$ cat src/rtl/letc_settings.svh
//LETC memory side settings

`ifndef LETC_SETTINGS_SVH
`define LETC_SETTINGS_SVH

//Data word width in bits
`define LETC_WORD_WIDTH 32

//Physical byte address width in bits
`define LETC_ADDR_WIDTH 32

//Lines per L1 cache, must be a power of two
`define LETC_CACHE_LINES 8

//Number of L1 caches (instruction and data)
`define LETC_NUM_PORTS 2

`endif

$ cat src/rtl/letc_core_pkg.sv
//LETC core internal types

`include "letc_settings.svh"

package letc_core_pkg;

//Index bits start above the byte offset within a word
localparam int CACHE_OFFSET_WIDTH = 2;
localparam int CACHE_IDX_WIDTH    = $clog2(`LETC_CACHE_LINES);
localparam int CACHE_TAG_WIDTH    = `LETC_ADDR_WIDTH - CACHE_IDX_WIDTH - CACHE_OFFSET_WIDTH;

//At least one bit even with a single port
localparam int PORT_IDX_WIDTH = (`LETC_NUM_PORTS > 1) ? $clog2(`LETC_NUM_PORTS) : 1;

//Line index into the cache arrays
typedef logic [CACHE_IDX_WIDTH-1:0] cache_idx_t;

//Address bits above the index
typedef logic [CACHE_TAG_WIDTH-1:0] cache_tag_t;

//Cache port number
typedef logic [PORT_IDX_WIDTH-1:0] port_idx_t;

//Cache FSM
typedef enum logic {
    CACHE_IDLE,
    CACHE_FILL
} cache_state_e;

//AXI read manager FSM
typedef enum logic [1:0] {
    AXI_IDLE,
    AXI_ADDR,
    AXI_DATA
} axi_state_e;

endpackage : letc_core_pkg

$ cat src/rtl/letc_pkg.sv
//LETC common types

`include "letc_settings.svh"

package letc_pkg;

//One data word
typedef logic [`LETC_WORD_WIDTH-1:0] word_t;

//Byte address, low two bits always zero
typedef logic [`LETC_ADDR_WIDTH-1:0] paddr_t;

//AXI response code
typedef logic [1:0] axi_resp_t;

//Only OKAY counts as success
localparam axi_resp_t AXI_RESP_OKAY = 2'b00;

endpackage : letc_pkg

$ cat src/rtl/letc_core_cache.sv
//LETC L1 read cache

`timescale 1ns/1ps

`include "letc_settings.svh"

module letc_core_cache (
    //Clock and reset
    input  logic                i_clk,
    input  logic                i_rst_n,

    //Invalidate all lines
    input  logic                i_flush,

    //Core side request
    input  logic                i_req,
    input  letc_pkg::paddr_t    i_addr,
    output letc_pkg::word_t     o_rdata,
    output logic                o_done,
    output logic                o_err,

    //Line fill request to the AXI manager
    output logic                o_limp_valid,
    output letc_pkg::paddr_t    o_limp_addr,
    input  logic                i_limp_done,
    input  letc_pkg::word_t     i_limp_rdata,
    input  logic                i_limp_err
);

import letc_pkg::*;
import letc_core_pkg::*;

//Line storage
logic       valid_q [`LETC_CACHE_LINES];
cache_tag_t tag_q   [`LETC_CACHE_LINES];
word_t      data_q  [`LETC_CACHE_LINES];

//Request being served
cache_state_e state_q;
logic         lookup_q;
paddr_t       req_addr_q;
cache_idx_t   req_idx;
cache_tag_t   req_tag;

logic accept;
logic hit;
logic fill_done;
logic fill_write;

//Split the held address into index and tag
assign req_idx = req_addr_q[CACHE_OFFSET_WIDTH +: CACHE_IDX_WIDTH];
assign req_tag = req_addr_q[`LETC_ADDR_WIDTH-1 -: CACHE_TAG_WIDTH];

//New request only when idle and not in the o_done cycle
assign accept = (state_q == CACHE_IDLE) && !lookup_q && !o_done && i_req;

//Tag compare happens the cycle after the request is taken
assign hit = valid_q[req_idx] && (tag_q[req_idx] == req_tag);

//Errors come back to the core but never allocate
assign fill_done  = (state_q == CACHE_FILL) && i_limp_done;
assign fill_write = fill_done && !i_limp_err;

//Fill address is the held request address
assign o_limp_addr = req_addr_q;

//Control FSM
always_ff @(posedge i_clk, negedge i_rst_n) begin
    if (!i_rst_n) begin
        state_q      <= CACHE_IDLE;
        lookup_q     <= 1'b0;
        o_done       <= 1'b0;
        o_err        <= 1'b0;
        o_limp_valid <= 1'b0;
    end else begin
        //Done and error are single-cycle
        o_done <= 1'b0;
        o_err  <= 1'b0;
        unique case (state_q)
            CACHE_IDLE: begin
                if (lookup_q) begin
                    lookup_q <= 1'b0;
                    if (hit) begin
                        o_done <= 1'b1;
                    end else begin
                        //On a miss ask the manager for the line
                        state_q      <= CACHE_FILL;
                        o_limp_valid <= 1'b1;
                    end
                end else if (accept) begin
                    lookup_q <= 1'b1;
                end
            end
            CACHE_FILL: begin
                if (i_limp_done) begin
                    state_q      <= CACHE_IDLE;
                    o_limp_valid <= 1'b0;
                    o_done       <= 1'b1;
                    o_err        <= i_limp_err;
                end
            end
            default: state_q <= CACHE_IDLE;
        endcase
    end
end

//Request address and returned word
always_ff @(posedge i_clk) begin
    if (accept) begin
        req_addr_q <= i_addr;
    end
    if (lookup_q && hit) begin
        o_rdata <= data_q[req_idx];
    end else if (fill_done) begin
        o_rdata <= i_limp_rdata;
    end
end

//Valid bits where a flush wins over a fill in the same cycle
always_ff @(posedge i_clk, negedge i_rst_n) begin
    if (!i_rst_n) begin
        for (int i = 0; i < `LETC_CACHE_LINES; i++) begin
            valid_q[i] <= 1'b0;
        end
    end else if (i_flush) begin
        for (int i = 0; i < `LETC_CACHE_LINES; i++) begin
            valid_q[i] <= 1'b0;
        end
    end else if (fill_write) begin
        valid_q[req_idx] <= 1'b1;
    end
end

//Tag and data arrays
always_ff @(posedge i_clk) begin
    if (fill_write) begin
        tag_q[req_idx]  <= req_tag;
        data_q[req_idx] <= i_limp_rdata;
    end
end

//Fill address held until the manager answers
assert property (@(posedge i_clk) disable iff (!i_rst_n)
    o_limp_valid |=> !o_limp_valid || $stable(o_limp_addr));

//A held request is answered once
assert property (@(posedge i_clk) disable iff (!i_rst_n)
    o_done && i_req |=> !o_done);

endmodule : letc_core_cache

$ cat config.mk
export PLATFORM = sky130hd
export DESIGN_NAME = letc_core_cache
export DESIGN_NICKNAME = d
export VERILOG_FILES = /design/src/rtl/letc_core_pkg.sv /design/src/rtl/letc_pkg.sv /design/src/rtl/letc_core_cache.sv
export VERILOG_INCLUDE_DIRS = /design/src /design/src/rtl
export SDC_FILE = /design/constraint.sdc
export NUM_CORES = 1
export LEC_CHECK = 0
export BUFFER_PORTS_ARGS = -buffer_cell sky130_fd_sc_hd__clkbuf_2
export CORE_ASPECT_RATIO = 1.75
export CORE_UTILIZATION = 30
export DETAILED_ROUTE_END_ITERATION = 10
export GPL_TIMING_DRIVEN = 0
export MAX_ROUTING_LAYER = met4
export PLACE_DENSITY = 0.44
export SLEW_MARGIN = 40
export SYNTH_ARGS = -nofsm -noshare
export SYNTH_HDL_FRONTEND = slang
export SYNTH_SLANG_ARGS = --single-unit
export TNS_END_PERCENT = 20
$ cat constraint.sdc
create_clock -name i_clk -period 8.07 [get_ports i_clk]
set_input_delay 0.4035 -clock i_clk [delete_from_list [all_inputs] [get_ports i_clk]]
set_output_delay 0.4035 -clock i_clk [all_outputs]
set_load 0.1 [all_outputs]
# [Word-level counts from Yosys, hierarchy flattened]
# Memory sizes are Yosys's and may differ from the RTL's. A register that Yosys moved wholly into a read port is not among the register bits.
# Cells that the tools add are included.
[totals] regBits=77 latch_bits=0 mem_bits_rw=472 mem_bits_ro=0 inputBits=70 output_inout_bits=67 wordCells=69 memories=2
[mem_list] memory="data_q" depth=8 word_bits=32 read_ports=1 rd_clocked_by_memory_dff=1 write_ports=1 line="letc_core_cache.sv:36" source="word_t data_q [`LETC_CACHE_LINES];"
[mem_list] memory="tag_q" depth=8 word_bits=27 read_ports=1 rd_clocked_by_memory_dff=1 write_ports=1 line="letc_core_cache.sv:35" source="cache_tag_t tag_q [`LETC_CACHE_LINES];"
[classes] n_addsub=0 n_mul=0 div=0 order_cmp=2 eq_ne=4 shifts=0 muxes=29 n_bitwise=3 n_reduce_logical=14
[ops] op="$mux 32" n=2
[ops] op="$eq 27x27->1" n=1
[ops] op="$mux 1" n=18
[ops] op="$mux 8" n=2
[ops] op="$logic_and 1x1->1" n=8
[ops] op="$or 8x8->8" n=1
[ops] op="$mux 3" n=2
[ops] op="$ne 2x2->1 const B" n=3
[ops] op="$pmux 1 s2" n=3
[ops] op="$ge 4x4->1 const B" n=1
[ops] op="$lt 4x1->1 const B" n=1
[ops] op="$not 3->4" n=1
[ops] op="$reduce_bool 2->1" n=2
[ops] op="$bmux 1 s3" n=1
[ops] op="$demux 1 s3" n=1
[ops] op="$logic_not 1->1" n=3
[ops] op="$reduce_and 3->1" n=1
[ops] op="$not 1->1" n=1

# [Logic depth before layout (Yosys ltp)]
# Gate-level depths: netlist of run 1.
[depth] ltp_word=8 mapped_depth=11 ltp_nobuf=7

# [Worst setup path after synthesis of run 1]
# OpenSTA, ideal clock, no wires.
[synth_path] path_kind="reg-to-reg" startpoint="register o_done" endpoint="register with a tool-made name" setup_ns=0.076 arrival_time_ns=5.264 required_time_ns=7.994 setup_slack_ns=2.730 stages_incl_launch_ff=3 n_path_buf=0 period_less_slack_ns=5.340 cell_sequence="dfrtp_1 nor4b_1 mux2_2"
[synth_lines] element="start: declaration" line="letc_core_cache.sv:19" source="output logic o_done,"
[synth_lines] element="start signal: assignment" line="letc_core_cache.sv:72" source="o_done <= 1'b0;"
[synth_lines] element="start signal: assignment" line="letc_core_cache.sv:77" source="o_done <= 1'b0;"
[synth_lines] element="start signal: assignment" line="letc_core_cache.sv:84" source="o_done <= 1'b1;"

==> results of run 1 <==
[cells by family after synthesis]
family | count (synthesis)
buffers and inverters | 45
muxes | 223
AOI/OAI and AO/OA | 52
DFF | 552
xor gates and xnor gates | 15
and+or+nand+nor | 82
[metal layers]
layer	part of all wire [%]	routed length (um)	up-vias	global-route usage, %
li1	-	-	4566	-
met1	39	19800	5336	16.3
met2	55	27800	231	27.1
met3	3.8	1940	79	2.56
met4	2.9	1490	0	5.04
met5	0	0	-	-
[where the power goes]
| part | internal (W) | total [W] | switching, W |
|---|---|---|---|
| registers | 0.00334 | 0.00344 | 0.000107 |
| clock network | 0.00137 | 0.00247 | 0.00110 |
| logic | 0.000702 | 0.00191 | 0.00121 |
[sequential cells by signal, summed over array words and instances (netlist names), named ones only]
| signal | count |
|---|---|
| o_limp_addr | 32 |
| lookup_q | 1 |
| state_q | 1 |
| tag_q | 216 |
| o_limp_valid | 1 |
| data_q | 256 |
| o_rdata | 32 |
| valid_q | 8 |
| o_done | 1 |
| o_err | 1 |
[worst reg2reg max path, delay by kind of cell (launching register included)]
kind	cells	cell delay, ns
AND/OR/NAND/NOR	4	1.84
buffers and inverters	6	1.92
XOR/XNOR	1	0.11
flip-flops	1	0.31
multiplexers	1	0.27
[stage by stage]
stage	total power [W]	std cells	utilization, %
after floorplan	0.00488	969	-
after global placement	0.00543	2014	33.0
after detailed placement	0.00547	2064	34.5
after CTS	0.00798	2194	37.4
after global routing	0.00815	2196	37.4
final	0.00783	2196	37.4
[worst max path at each step]
stage	end	start	slack [ns]	cells past startpoint
2_1_floorplan	register	o_done$_DFF_PN0_	2.73	2
4_1_cts	o_rdata[9]$_DFFE_PP_	register	2.98	12
3_3_place_gp	register	state_q$_DFF_PN0_	-1.43	3
5_1_grt	o_rdata[9]$_DFFE_PP_	register	2.76	12
6_report	o_rdata[9]$_DFFE_PP_	register	3.23	12
3_5_place_dp	o_rdata[9]$_DFFE_PP_	register	3.00	12
[layout by cell type (no fill, tap or decap), types with 4 or more instances in the layout]
cell type,Yosys,layout
clkbuf_16,0,55
clkinv_2,0,7
nor4_1,5,4
buf_8,0,18
buf_2,20,30
mux2i_1,56,56
buf_16,0,22
a21o_1,5,5
mux2_1,10,10
edfxtp_1,536,536
mux4_2,94,94
mux2_2,63,63
xor2_1,4,4
buf_6,4,4
dfrtp_1,13,13
clkbuf_1,15,17
clkinv_1,0,17
nor2_1,28,20
nand2_1,13,13
dlygate4sd3_1,0,33
nand2b_1,6,5
a21oi_1,6,6
clkbuf_2,0,141
a22oi_1,17,17
and3_1,7,7
nor2b_1,6,6
nor2_4,0,8
xnor2_1,11,11
bufinv_16,0,4
[cell type report]
type	count	area share [%]
diodes	2	0.0192
plain buffers	43	0.880
clock buffers	62	5.39
clock inverters	35	1.11
inverters	2	0.0288
multi-input cells	372	17.4
flip-flops and latches	552	63.3
well taps	910	4.37
repair buffers	218	7.48
==> impl_metrics.yaml, run 1 <==
timing:
  slew-limit-headroom_pct: 42.5
  worst_slack_ns: 3.23
  holdWs_ns: 0.0693
  min_period_ns: 4.84
  finalHoldViolations: 0
  setup_tns_ns: 0
  max_freq_mhz: 207
  drv_slew: 0
  grt_setup_unrepaired: "no"
  tightest_slew_ns: 0.862
  setup_viol: 0
  finClkSkew_ns: 0.0175
  fin_crit_sh_pct: 60.0
synth:
  ys_warn_count: 0
  synth_simple_gate_area_share_pct: 2.03
  synth_mux_area_share_pct: 16.5
  async_flop_share_pct: 2.36
  synth-seq-area-share_pct: 77.9
  synth.most_common_cell: "edfxtp_1"
  ys_ff_latch: 552
  netlist_area_um2: 21200
  synth_top_family_by_area: "multiplexers"
  synth_cells: 969
  synth_enable_flop_cells: 536
  synth.area.top_cells: "edfxtp_1 (76%), mux4_2 (10%), mux2_2 (3.4%)"
  synth-compound-area-share_pct: 1.86
  syn-mean-instance-area_um2: 21.8
  syn_nets: 1039
  synth_ff_type: "edfxtp_1"
  synthDistinctLibCells: 48
  synthTopCellsByCount: "edfxtp_1 (536), mux4_2 (94), mux2_2 (63), mux2i_1 (56), nor2_1 (28)"
  yosysTopAreaCell: "edfxtp_1"
  synth_top_area_share_pct: 76.1
  synth_fa_ha_area_share_pct: 0
  synthXorXnorAreaFrac_pct: 0.621
final_layout:
  nets: 1313
  syn2layout_area_growth_pct: 23.0
  regArea_um2: 16500
  fill_cells: 6467
  multi_input_area_um2: 4530
  final_area_um2: 26000
  drive_gt1_share_pct: 36.0
placement:
  io_buffers: 135
  dp_hpwl_mm: 34.4
  globalplace.congestion: 0.719
  place_area_um2: 24000
  pre_cts_ws_ns: 3.00
die:
  ios: 137
  die_width_um: 203
  initial_utilization_pct: 30.4
  dieArea_um2: 71600
  fp.dieH_um: 353
  rows: 128
  core_area_um2: 69700
clock_network:
  post-cts-setup-buffers: 0
  htreeDepth: 2
  numCtsBuffers: 54
  cts_root_buf: "clkbuf_16"
  cts_tree: "yes"
  ctsHoldBuffers: 33
  cts.sinks: 552
  clockBufferDepth: 3
  clk_latency_ns: 0.62
  cts.repair.resized: 0
  clkTransAtPathRegs_ns: 0.07
setup_path:
  reg2reg_depth: 12
  required_ns: 8.36
  r2r_end: "o_rdata[9]$_DFFE_PP_"
  cp-start-kind: "register"
  cp-end-kind: "register"
  critPathMaxFanout: 26
  cp.buffers_inverters: 6
  cp_cell_sequence: "clkbuf_1 -> buf_2 -> buf_2 -> buf_2 -> mux2i_1 -> xnor2_1 -> nor4_1 -> nand4_1 -> nor4_4 -> buf_6 -> nand2b_4 -> buf_12"
  crit_top_cell: "buf_2"
  crit_family: "buffers and inverters"
  r2r_slack_ns: 3.23
  cpPeakStageDelay_ns: 0.85
  cp_slowest_cell: "nor4_4"
  critical_path_class: "reg -> reg"
  arrival_ns: 5.13
grt:
  grt_pass1_wl_mm: 75.1
  antenna_found_initial: 2
  grt_max_degree: 27
  grt-ovfl-total: 0
  grt_use_total_pct: 14.9
  grt_pass1_vias: 11128
flow_run:
  cap_violations: 0
min_path:
  hold_path_depth: 2
  hold_end: "o_err$_DFF_PN0_"
  hold_path_class: "in -> reg"
  min_from: "i_limp_err"
drt:
  wire_per_inst_um: 23.3
  wl_mm: 51.1
  vias: 10212
  via_per_inst: 4.65
  firstDrtPassIters: 6
  antenna_left: 0
  drtIter0Drc: 424
  remaining_drc_errors: 0
pwr:
  ir_worst_vdd_uv: 162
  power_density_nw_per_um2: 301
  p_leak_nw: 8.70
run_status:
  status: "finished clean"
Note: power is estimated with default switching activity, not from simulation.
==> run 2: changes to the inputs <==
--- a/config.mk
+++ b/config.mk
@@ -12,7 +12,7 @@
 export DETAILED_ROUTE_END_ITERATION = 10
 export GPL_TIMING_DRIVEN = 0
 export MAX_ROUTING_LAYER = met4
-export PLACE_DENSITY = 0.44
+export PLACE_DENSITY = 0.46
 export SLEW_MARGIN = 40
 export SYNTH_ARGS = -nofsm -noshare
 export SYNTH_HDL_FRONTEND = slang
==> constraint.sdc (replaced) <==
create_clock -name i_clk -period 4.2 [get_ports i_clk]
set_input_delay 0.21 -clock i_clk [delete_from_list [all_inputs] [get_ports i_clk]]
set_output_delay 0.21 -clock i_clk [all_outputs]
set_load 0.1 [all_outputs]
==> run 2 against run 1 <==
  * Sequential share of layout area decreased by 0.92 points
  * Routed wire length fell by 0.49%
  * Flip-flop and latch count unchanged
  * Clock-buffer cell count is 5 higher
  * Die area is the same
  * Cell count is 1.7% higher
  * Register-to-register slack lost 3.0 ns
==> impl_metrics.yaml, run 2 (synthesis results as in run 1) <==
timing:
  grt_setup_unrepaired: "no"
  holdWs_ns: 0.0379
  drv_slew: 0
  fin_crit_sh_pct: 93.9
  finalHoldViolations: 0
  max_freq_mhz: 254
  finClkSkew_ns: 0.0183
  setup_viol: 0
  tightest_slew_ns: 0.806
  slew-limit-headroom_pct: 46.3
  worst_slack_ns: 0.256
  min_period_ns: 3.94
setup_path:
  crit_top_cell: "buf_2"
  cp-end-kind: "register"
  cp.buffers_inverters: 5
  required_ns: 4.53
  critPathMaxFanout: 10
  critical_path_class: "reg -> reg"
  cp_slowest_cell: "dfxtp_1"
  cpPeakStageDelay_ns: 0.39
  crit_family: "buffers and inverters"
  arrival_ns: 4.27
  cp-start-kind: "register"
  cp_cell_sequence: "buf_2 -> buf_2 -> clkbuf_4 -> mux2i_1 -> a22oi_1 -> a21o_1 -> a211oi_2 -> nand4_1 -> nor4_4 -> buf_4 -> buf_6 -> mux2_2"
clock_network:
  clkTransAtPathRegs_ns: 0.06
  cts.sinks: 552
  numCtsBuffers: 52
  clk_latency_ns: 0.60
  clockBufferDepth: 3
  htreeDepth: 2
  cts_root_buf: "clkbuf_16"
  cts_tree: "yes"
drt:
  vias: 10416
  wl_mm: 50.8
  wire_per_inst_um: 22.8
  remaining_drc_errors: 0
  drtIter0Drc: 514
  antenna_left: 0
  via_per_inst: 4.66
  firstDrtPassIters: 4
grt:
  grt-ovfl-total: 0
  grt_pass1_wl_mm: 75.3
  antenna_found_initial: 2
  grt_pass1_vias: 11335
  grt_max_degree: 29
  grt_use_total_pct: 14.8
die:
  core_area_um2: 69700
  fp.dieH_um: 353
  ios: 137
  dieArea_um2: 71600
  rows: 128
  initial_utilization_pct: 30.4
  die_width_um: 203
final_layout:
  utilization_pct: 37.9
  syn2layout_area_growth_pct: 24.8
  drive_gt1_share_pct: 35.4
  top_register: "data_q"
  layout_common_cells: "edfxtp_1 (536), clkbuf_2 (139), mux4_2 (94), dlygate4sd3_1 (69), mux2_2 (63)"
  largest_register_ffs: 256
  stdcell_count: 2233
  layout_commonest_cell: "edfxtp_1"
  largestRegisters: "data_q (256), tag_q (216)"
  fill_cells: 6393
  nets: 1347
pwr:
  p_seq_share_pct: 44.1
  finalPower_w: 0.0150
  power.switching_w: 0.00459
  power_density_nw_per_um2: 569
  swShare_pct: 30.5
  ir_worst_vdd_uv: 326
  p_clk_share_pct: 31.3
  power_frac_comb_pct: 24.7
  p_leak_nw: 8.86
  internal_power_w: 0.0105
min_path:
  hold_path_class: "in -> async"
placement:
  pre_cts_ws_ns: -0.841
  numPlacedInstances: 2060
  globalplace.congestion: 0.718
  dp_hpwl_mm: 33.9
  io_buffers: 135
run_status:
  status: "finished clean"
flow_run:
  cap_violations: 0
## run 2: repair_timing
action,CTS,global route
hold endpoints to repair,314,0
pin swaps,2,0
cloned,0,0
setup buffers,3,0
hold buffers,69,0
resized for setup,3,2
setup endpoints to repair,65,31
## run 2: per-layer routing
metal / wire, um / up-vias / global-route usage, %
li1: - / 4649 / -
met2: 28100 / 186 / 27.2
met4: 1490 / 0 / 5.10
met5: 0 / - / -
met1: 19800 / 5494 / 16.5
met3: 1440 / 87 / 1.72
## run 2: worst reg2reg max path, cell delays in order, from the launching register on
cell,delay [ns]
dfxtp_1,0.39
buf_2,0.29
buf_2,0.35
clkbuf_4,0.34
mux2i_1,0.23
a22oi_1,0.11
a21o_1,0.21
a211oi_2,0.35
nand4_1,0.24
nor4_4,0.38
buf_4,0.22
buf_6,0.20
mux2_2,0.38
## run 2: worst paths after layout
kind | startpoint | to | slack (ns) | depth (start not counted)
worst max-delay path | register | o_rdata[3]$_DFFE_PP_ | 0.26 | 12
worst min-delay path | i_rst_n | valid_q[3]$_DFFE_PN0P_ | 0.04 | 2
worst max register to register | register | o_rdata[3]$_DFFE_PP_ | 0.26 | 12
worst min register to register | o_limp_valid$_DFFE_PN0P_ | o_limp_valid$_DFFE_PN0P_ | 0.50 | 2
max in group asynchronous | i_rst_n | valid_q[2]$_DFFE_PN0P_ | 3.91 | 2
min in group i_clk | i_req | o_limp_addr[2]$_DFFE_PP_ | 0.04 | 2
## run 2: per-stage QoR
stage / setup TNS, ns / instance area (um2)
6_report: 0 / 26400
5_1_grt: 0 / 26400
4_1_cts: 0 / 26400
3_5_place_dp: -44.33 / 24000
3_3_place_gp: -1663.75 / 23000
2_1_floorplan: -25.47 / 21200
## run 2: area by class of cell
class / instances / area [um2] / area share (%)
clock inverter: 31 / 258 / 0.976
inverter: 2 / 7.51 / 0.0284
timing repair buffer: 254 / 2310 / 8.75
tap: 910 / 1140 / 4.31
multi-input combinational: 372 / 4550 / 17.2
antenna: 2 / 5.00 / 0.0189
clock buffer: 67 / 1430 / 5.41
sequential: 552 / 16500 / 62.4
buffer: 43 / 235 / 0.890
## run 2: power by group through the flow
stage / Combinational (W) / Sequential [W] / Clock [W]
detailed placement: 0.00375 / 0.00675 / 0
floorplan: 0.00190 / 0.00749 / 0
global route: 0.00397 / 0.00666 / 0.00503
CTS: 0.00382 / 0.00663 / 0.00486
global placement: 0.00362 / 0.00677 / 0
finish: 0.00371 / 0.00662 / 0.00470
==> run 3: changes to the inputs <==
--- a/config.mk
+++ b/config.mk
@@ -8,11 +8,11 @@
 export LEC_CHECK = 0
 export BUFFER_PORTS_ARGS = -buffer_cell sky130_fd_sc_hd__clkbuf_2
 export CORE_ASPECT_RATIO = 1.75
-export CORE_UTILIZATION = 30
+export CORE_UTILIZATION = 54
 export DETAILED_ROUTE_END_ITERATION = 10
 export GPL_TIMING_DRIVEN = 0
 export MAX_ROUTING_LAYER = met4
-export PLACE_DENSITY = 0.46
+export PLACE_DENSITY = 0.74
 export SLEW_MARGIN = 40
 export SYNTH_ARGS = -nofsm -noshare
 export SYNTH_HDL_FRONTEND = slang
==> run 3 against run 2 <==
  * Flip-flop and latch count is the same
  * Total power shrank 4.3%
  * Sequential power is essentially flat
  * Clock skew is essentially flat
  * Worst setup slack lost 0.016 ns
  * Clock power shrank 11%
  * Non-clock buffer count shrank 9
==> impl_metrics.yaml, run 3 (synthesis results as in run 1) <==
drt:
  via_per_inst: 5.77
  drtIter0Drc: 756
  firstDrtPassIters: 7
  vias: 10300
  remaining_drc_errors: 0
  antenna_left: 0
  wire_per_inst_um: 24.0
  wl_mm: 42.9
grt:
  gr-usage-met1_pct: 26.6
  grt-ovfl-total: 0
  grt_use_total_pct: 23.1
  busiest_layer: "met2"
  use_met3_pct: 2.90
  grt_pass1_wl_mm: 65.1
  globalRouteMet2Util_pct: 40.4
  grt_max_degree: 23
  antenna_found_initial: 0
  grt_pass1_vias: 10964
setup_path:
  cpPeakStageDelay_ns: 0.39
  required_ns: 4.46
  crit_top_cell: "buf_2"
  cp-end-kind: "register"
  cp_cell_sequence: "buf_2 -> buf_2 -> buf_2 -> mux4_2 -> mux2i_1 -> xnor2_1 -> nor4_1 -> nand4_1 -> buf_4 -> nor4_4 -> buf_6 -> nand2b_4 -> buf_12"
  critical_path_class: "reg -> reg"
  critPathMaxFanout: 22
  cp_slowest_cell: "dfxtp_1"
  cp-start-kind: "register"
  arrival_ns: 4.21
flow_run:
  cap_violations: 0
pwr:
  p_clk_share_pct: 29.0
  p_leak_nw: 8.66
  ir_worst_vdd_uv: 363
  internal_power_w: 0.0100
  finalPower_w: 0.0144
  power_frac_comb_pct: 25.0
  swShare_pct: 30.2
  p_seq_share_pct: 46.0
  power.switching_w: 0.00435
  power_density_nw_per_um2: 565
placement:
  numPlacedInstances: 1627
  globalplace.congestion: 0.816
  place_area_um2: 23300
  dp_hpwl_mm: 27.6
  io_buffers: 135
final_layout:
  layout_common_cells: "edfxtp_1 (536), clkbuf_2 (136), mux4_2 (94), dlygate4sd3_1 (69), mux2_2 (63)"
  layout_commonest_cell: "edfxtp_1"
  drive_gt1_share_pct: 33.7
  stdcell_count: 1786
  top_register: "data_q"
  largestRegisters: "data_q (256), tag_q (216)"
  fill_cells: 2536
  syn2layout_area_growth_pct: 20.4
  largest_register_ffs: 256
  nets: 1334
  final_area_um2: 25500
  antenna_cells: 0
clock_network:
  clk_latency_ns: 0.57
  cts_root_buf: "clkbuf_16"
  cts.sinks: 552
  clockBufferDepth: 3
  htreeDepth: 2
  numCtsBuffers: 48
  clkTransAtPathRegs_ns: 0.07
  cts_tree: "yes"
die:
  die_width_um: 152
  rows: 95
  ios: 137
  initial_utilization_pct: 54.9
  fp.dieH_um: 264
  dieArea_um2: 40000
  core_area_um2: 38500
timing:
  finalHoldViolations: 0
  setup_viol: 0
  fin_crit_sh_pct: 94.3
  holdWs_ns: 0.0659
  slew-limit-headroom_pct: 45.8
  drv_slew: 0
  min_period_ns: 3.96
  max_freq_mhz: 253
  tightest_slew_ns: 0.813
  finClkSkew_ns: 0.0185
run_status:
  status: "finished clean"
min_path:
  hold_path_class: "in -> async"
[run 3: cell type report]
class	instances	area, um2	area share [%]
clock inverters	28	196	0.771
well taps	485	607	2.38
flip-flops and latches	552	16500	64.7
clock buffers	59	1260	4.96
plain buffers	43	228	0.894
inverters	2	7.51	0.0295
multi-input cells	372	4540	17.8
repair buffers	245	2160	8.47
[run 3: routing by layer]
| metal | up-vias | share of wire [%] | wire length [um] |
|---|---|---|---|
| met5 | - | 0 | 0 |
| met1 | 5283 | 37 | 15900 |
| met3 | 99 | 3.9 | 1690 |
| li1 | 4612 | - | - |
| met4 | 0 | 4.1 | 1750 |
| met2 | 306 | 55 | 23500 |
[run 3: worst max-delay path, delay by kind of cell, from the launching register on]
family                    cells  cell delay (ns)
xor gates and xnor gates      1             0.13
buffers and inverters         6             1.59
DFF                           1             0.39
muxes                         2             0.60
and+or+nand+nor               4             0.88
[run 3: per-stage QoR]
stage / utilization [%] / setup TNS (ns) / worst slack (ns)
floorplan: - / -25.47 / -0.0846
global placement: 58.3 / -1209.54 / -2.51
detailed placement: 60.5 / -25.64 / -0.570
CTS: 66.1 / 0 / 0.00107
global route: 66.2 / -0.162 / -0.0140
finish: 66.2 / 0 / 0.241
[run 3: final timing paths]
| kind | startpoint | end | slack (ns) | cells past startpoint |
|---|---|---|---|---|
| worst max register to register | register | o_rdata[18]$_DFFE_PP_ | 0.24 | 13 |
| worst max-delay path | register | o_rdata[18]$_DFFE_PP_ | 0.24 | 13 |
| worst min-delay path | i_rst_n | lookup_q$_DFFE_PN0N_ | 0.07 | 2 |
| worst min register to register | valid_q[0]$_DFFE_PN0P_ | valid_q[0]$_DFFE_PN0P_ | 0.51 | 2 |
| min in group i_clk | i_req | o_limp_addr[6]$_DFFE_PP_ | 0.09 | 2 |
| max in group asynchronous | i_rst_n | valid_q[1]$_DFFE_PN0P_ | 3.87 | 2 |
[run 3: power groups by stage]
stage / Combinational [W] / Clock (W) / Sequential (W)
2_1_floorplan: 0.00190 / 0 / 0.00749
3_3_place_gp: 0.00344 / 0 / 0.00674
3_5_place_dp: 0.00358 / 0 / 0.00673
4_1_cts: 0.00365 / 0.00423 / 0.00661
5_1_grt: 0.00382 / 0.00443 / 0.00665
6_report: 0.00360 / 0.00417 / 0.00662
[run 3: repair_timing]
| action | 4_1_cts | 5_1_grt |
|---|---|---|
| buffers inserted | 2 | 1 |
| pin swaps | 1 | 1 |
| hold buffers | 69 | 0 |
| gates resized for setup | 2 | 1 |
| endpoints found under the setup margin | 65 | 46 |
| hold endpoints to repair | 313 | 0 |
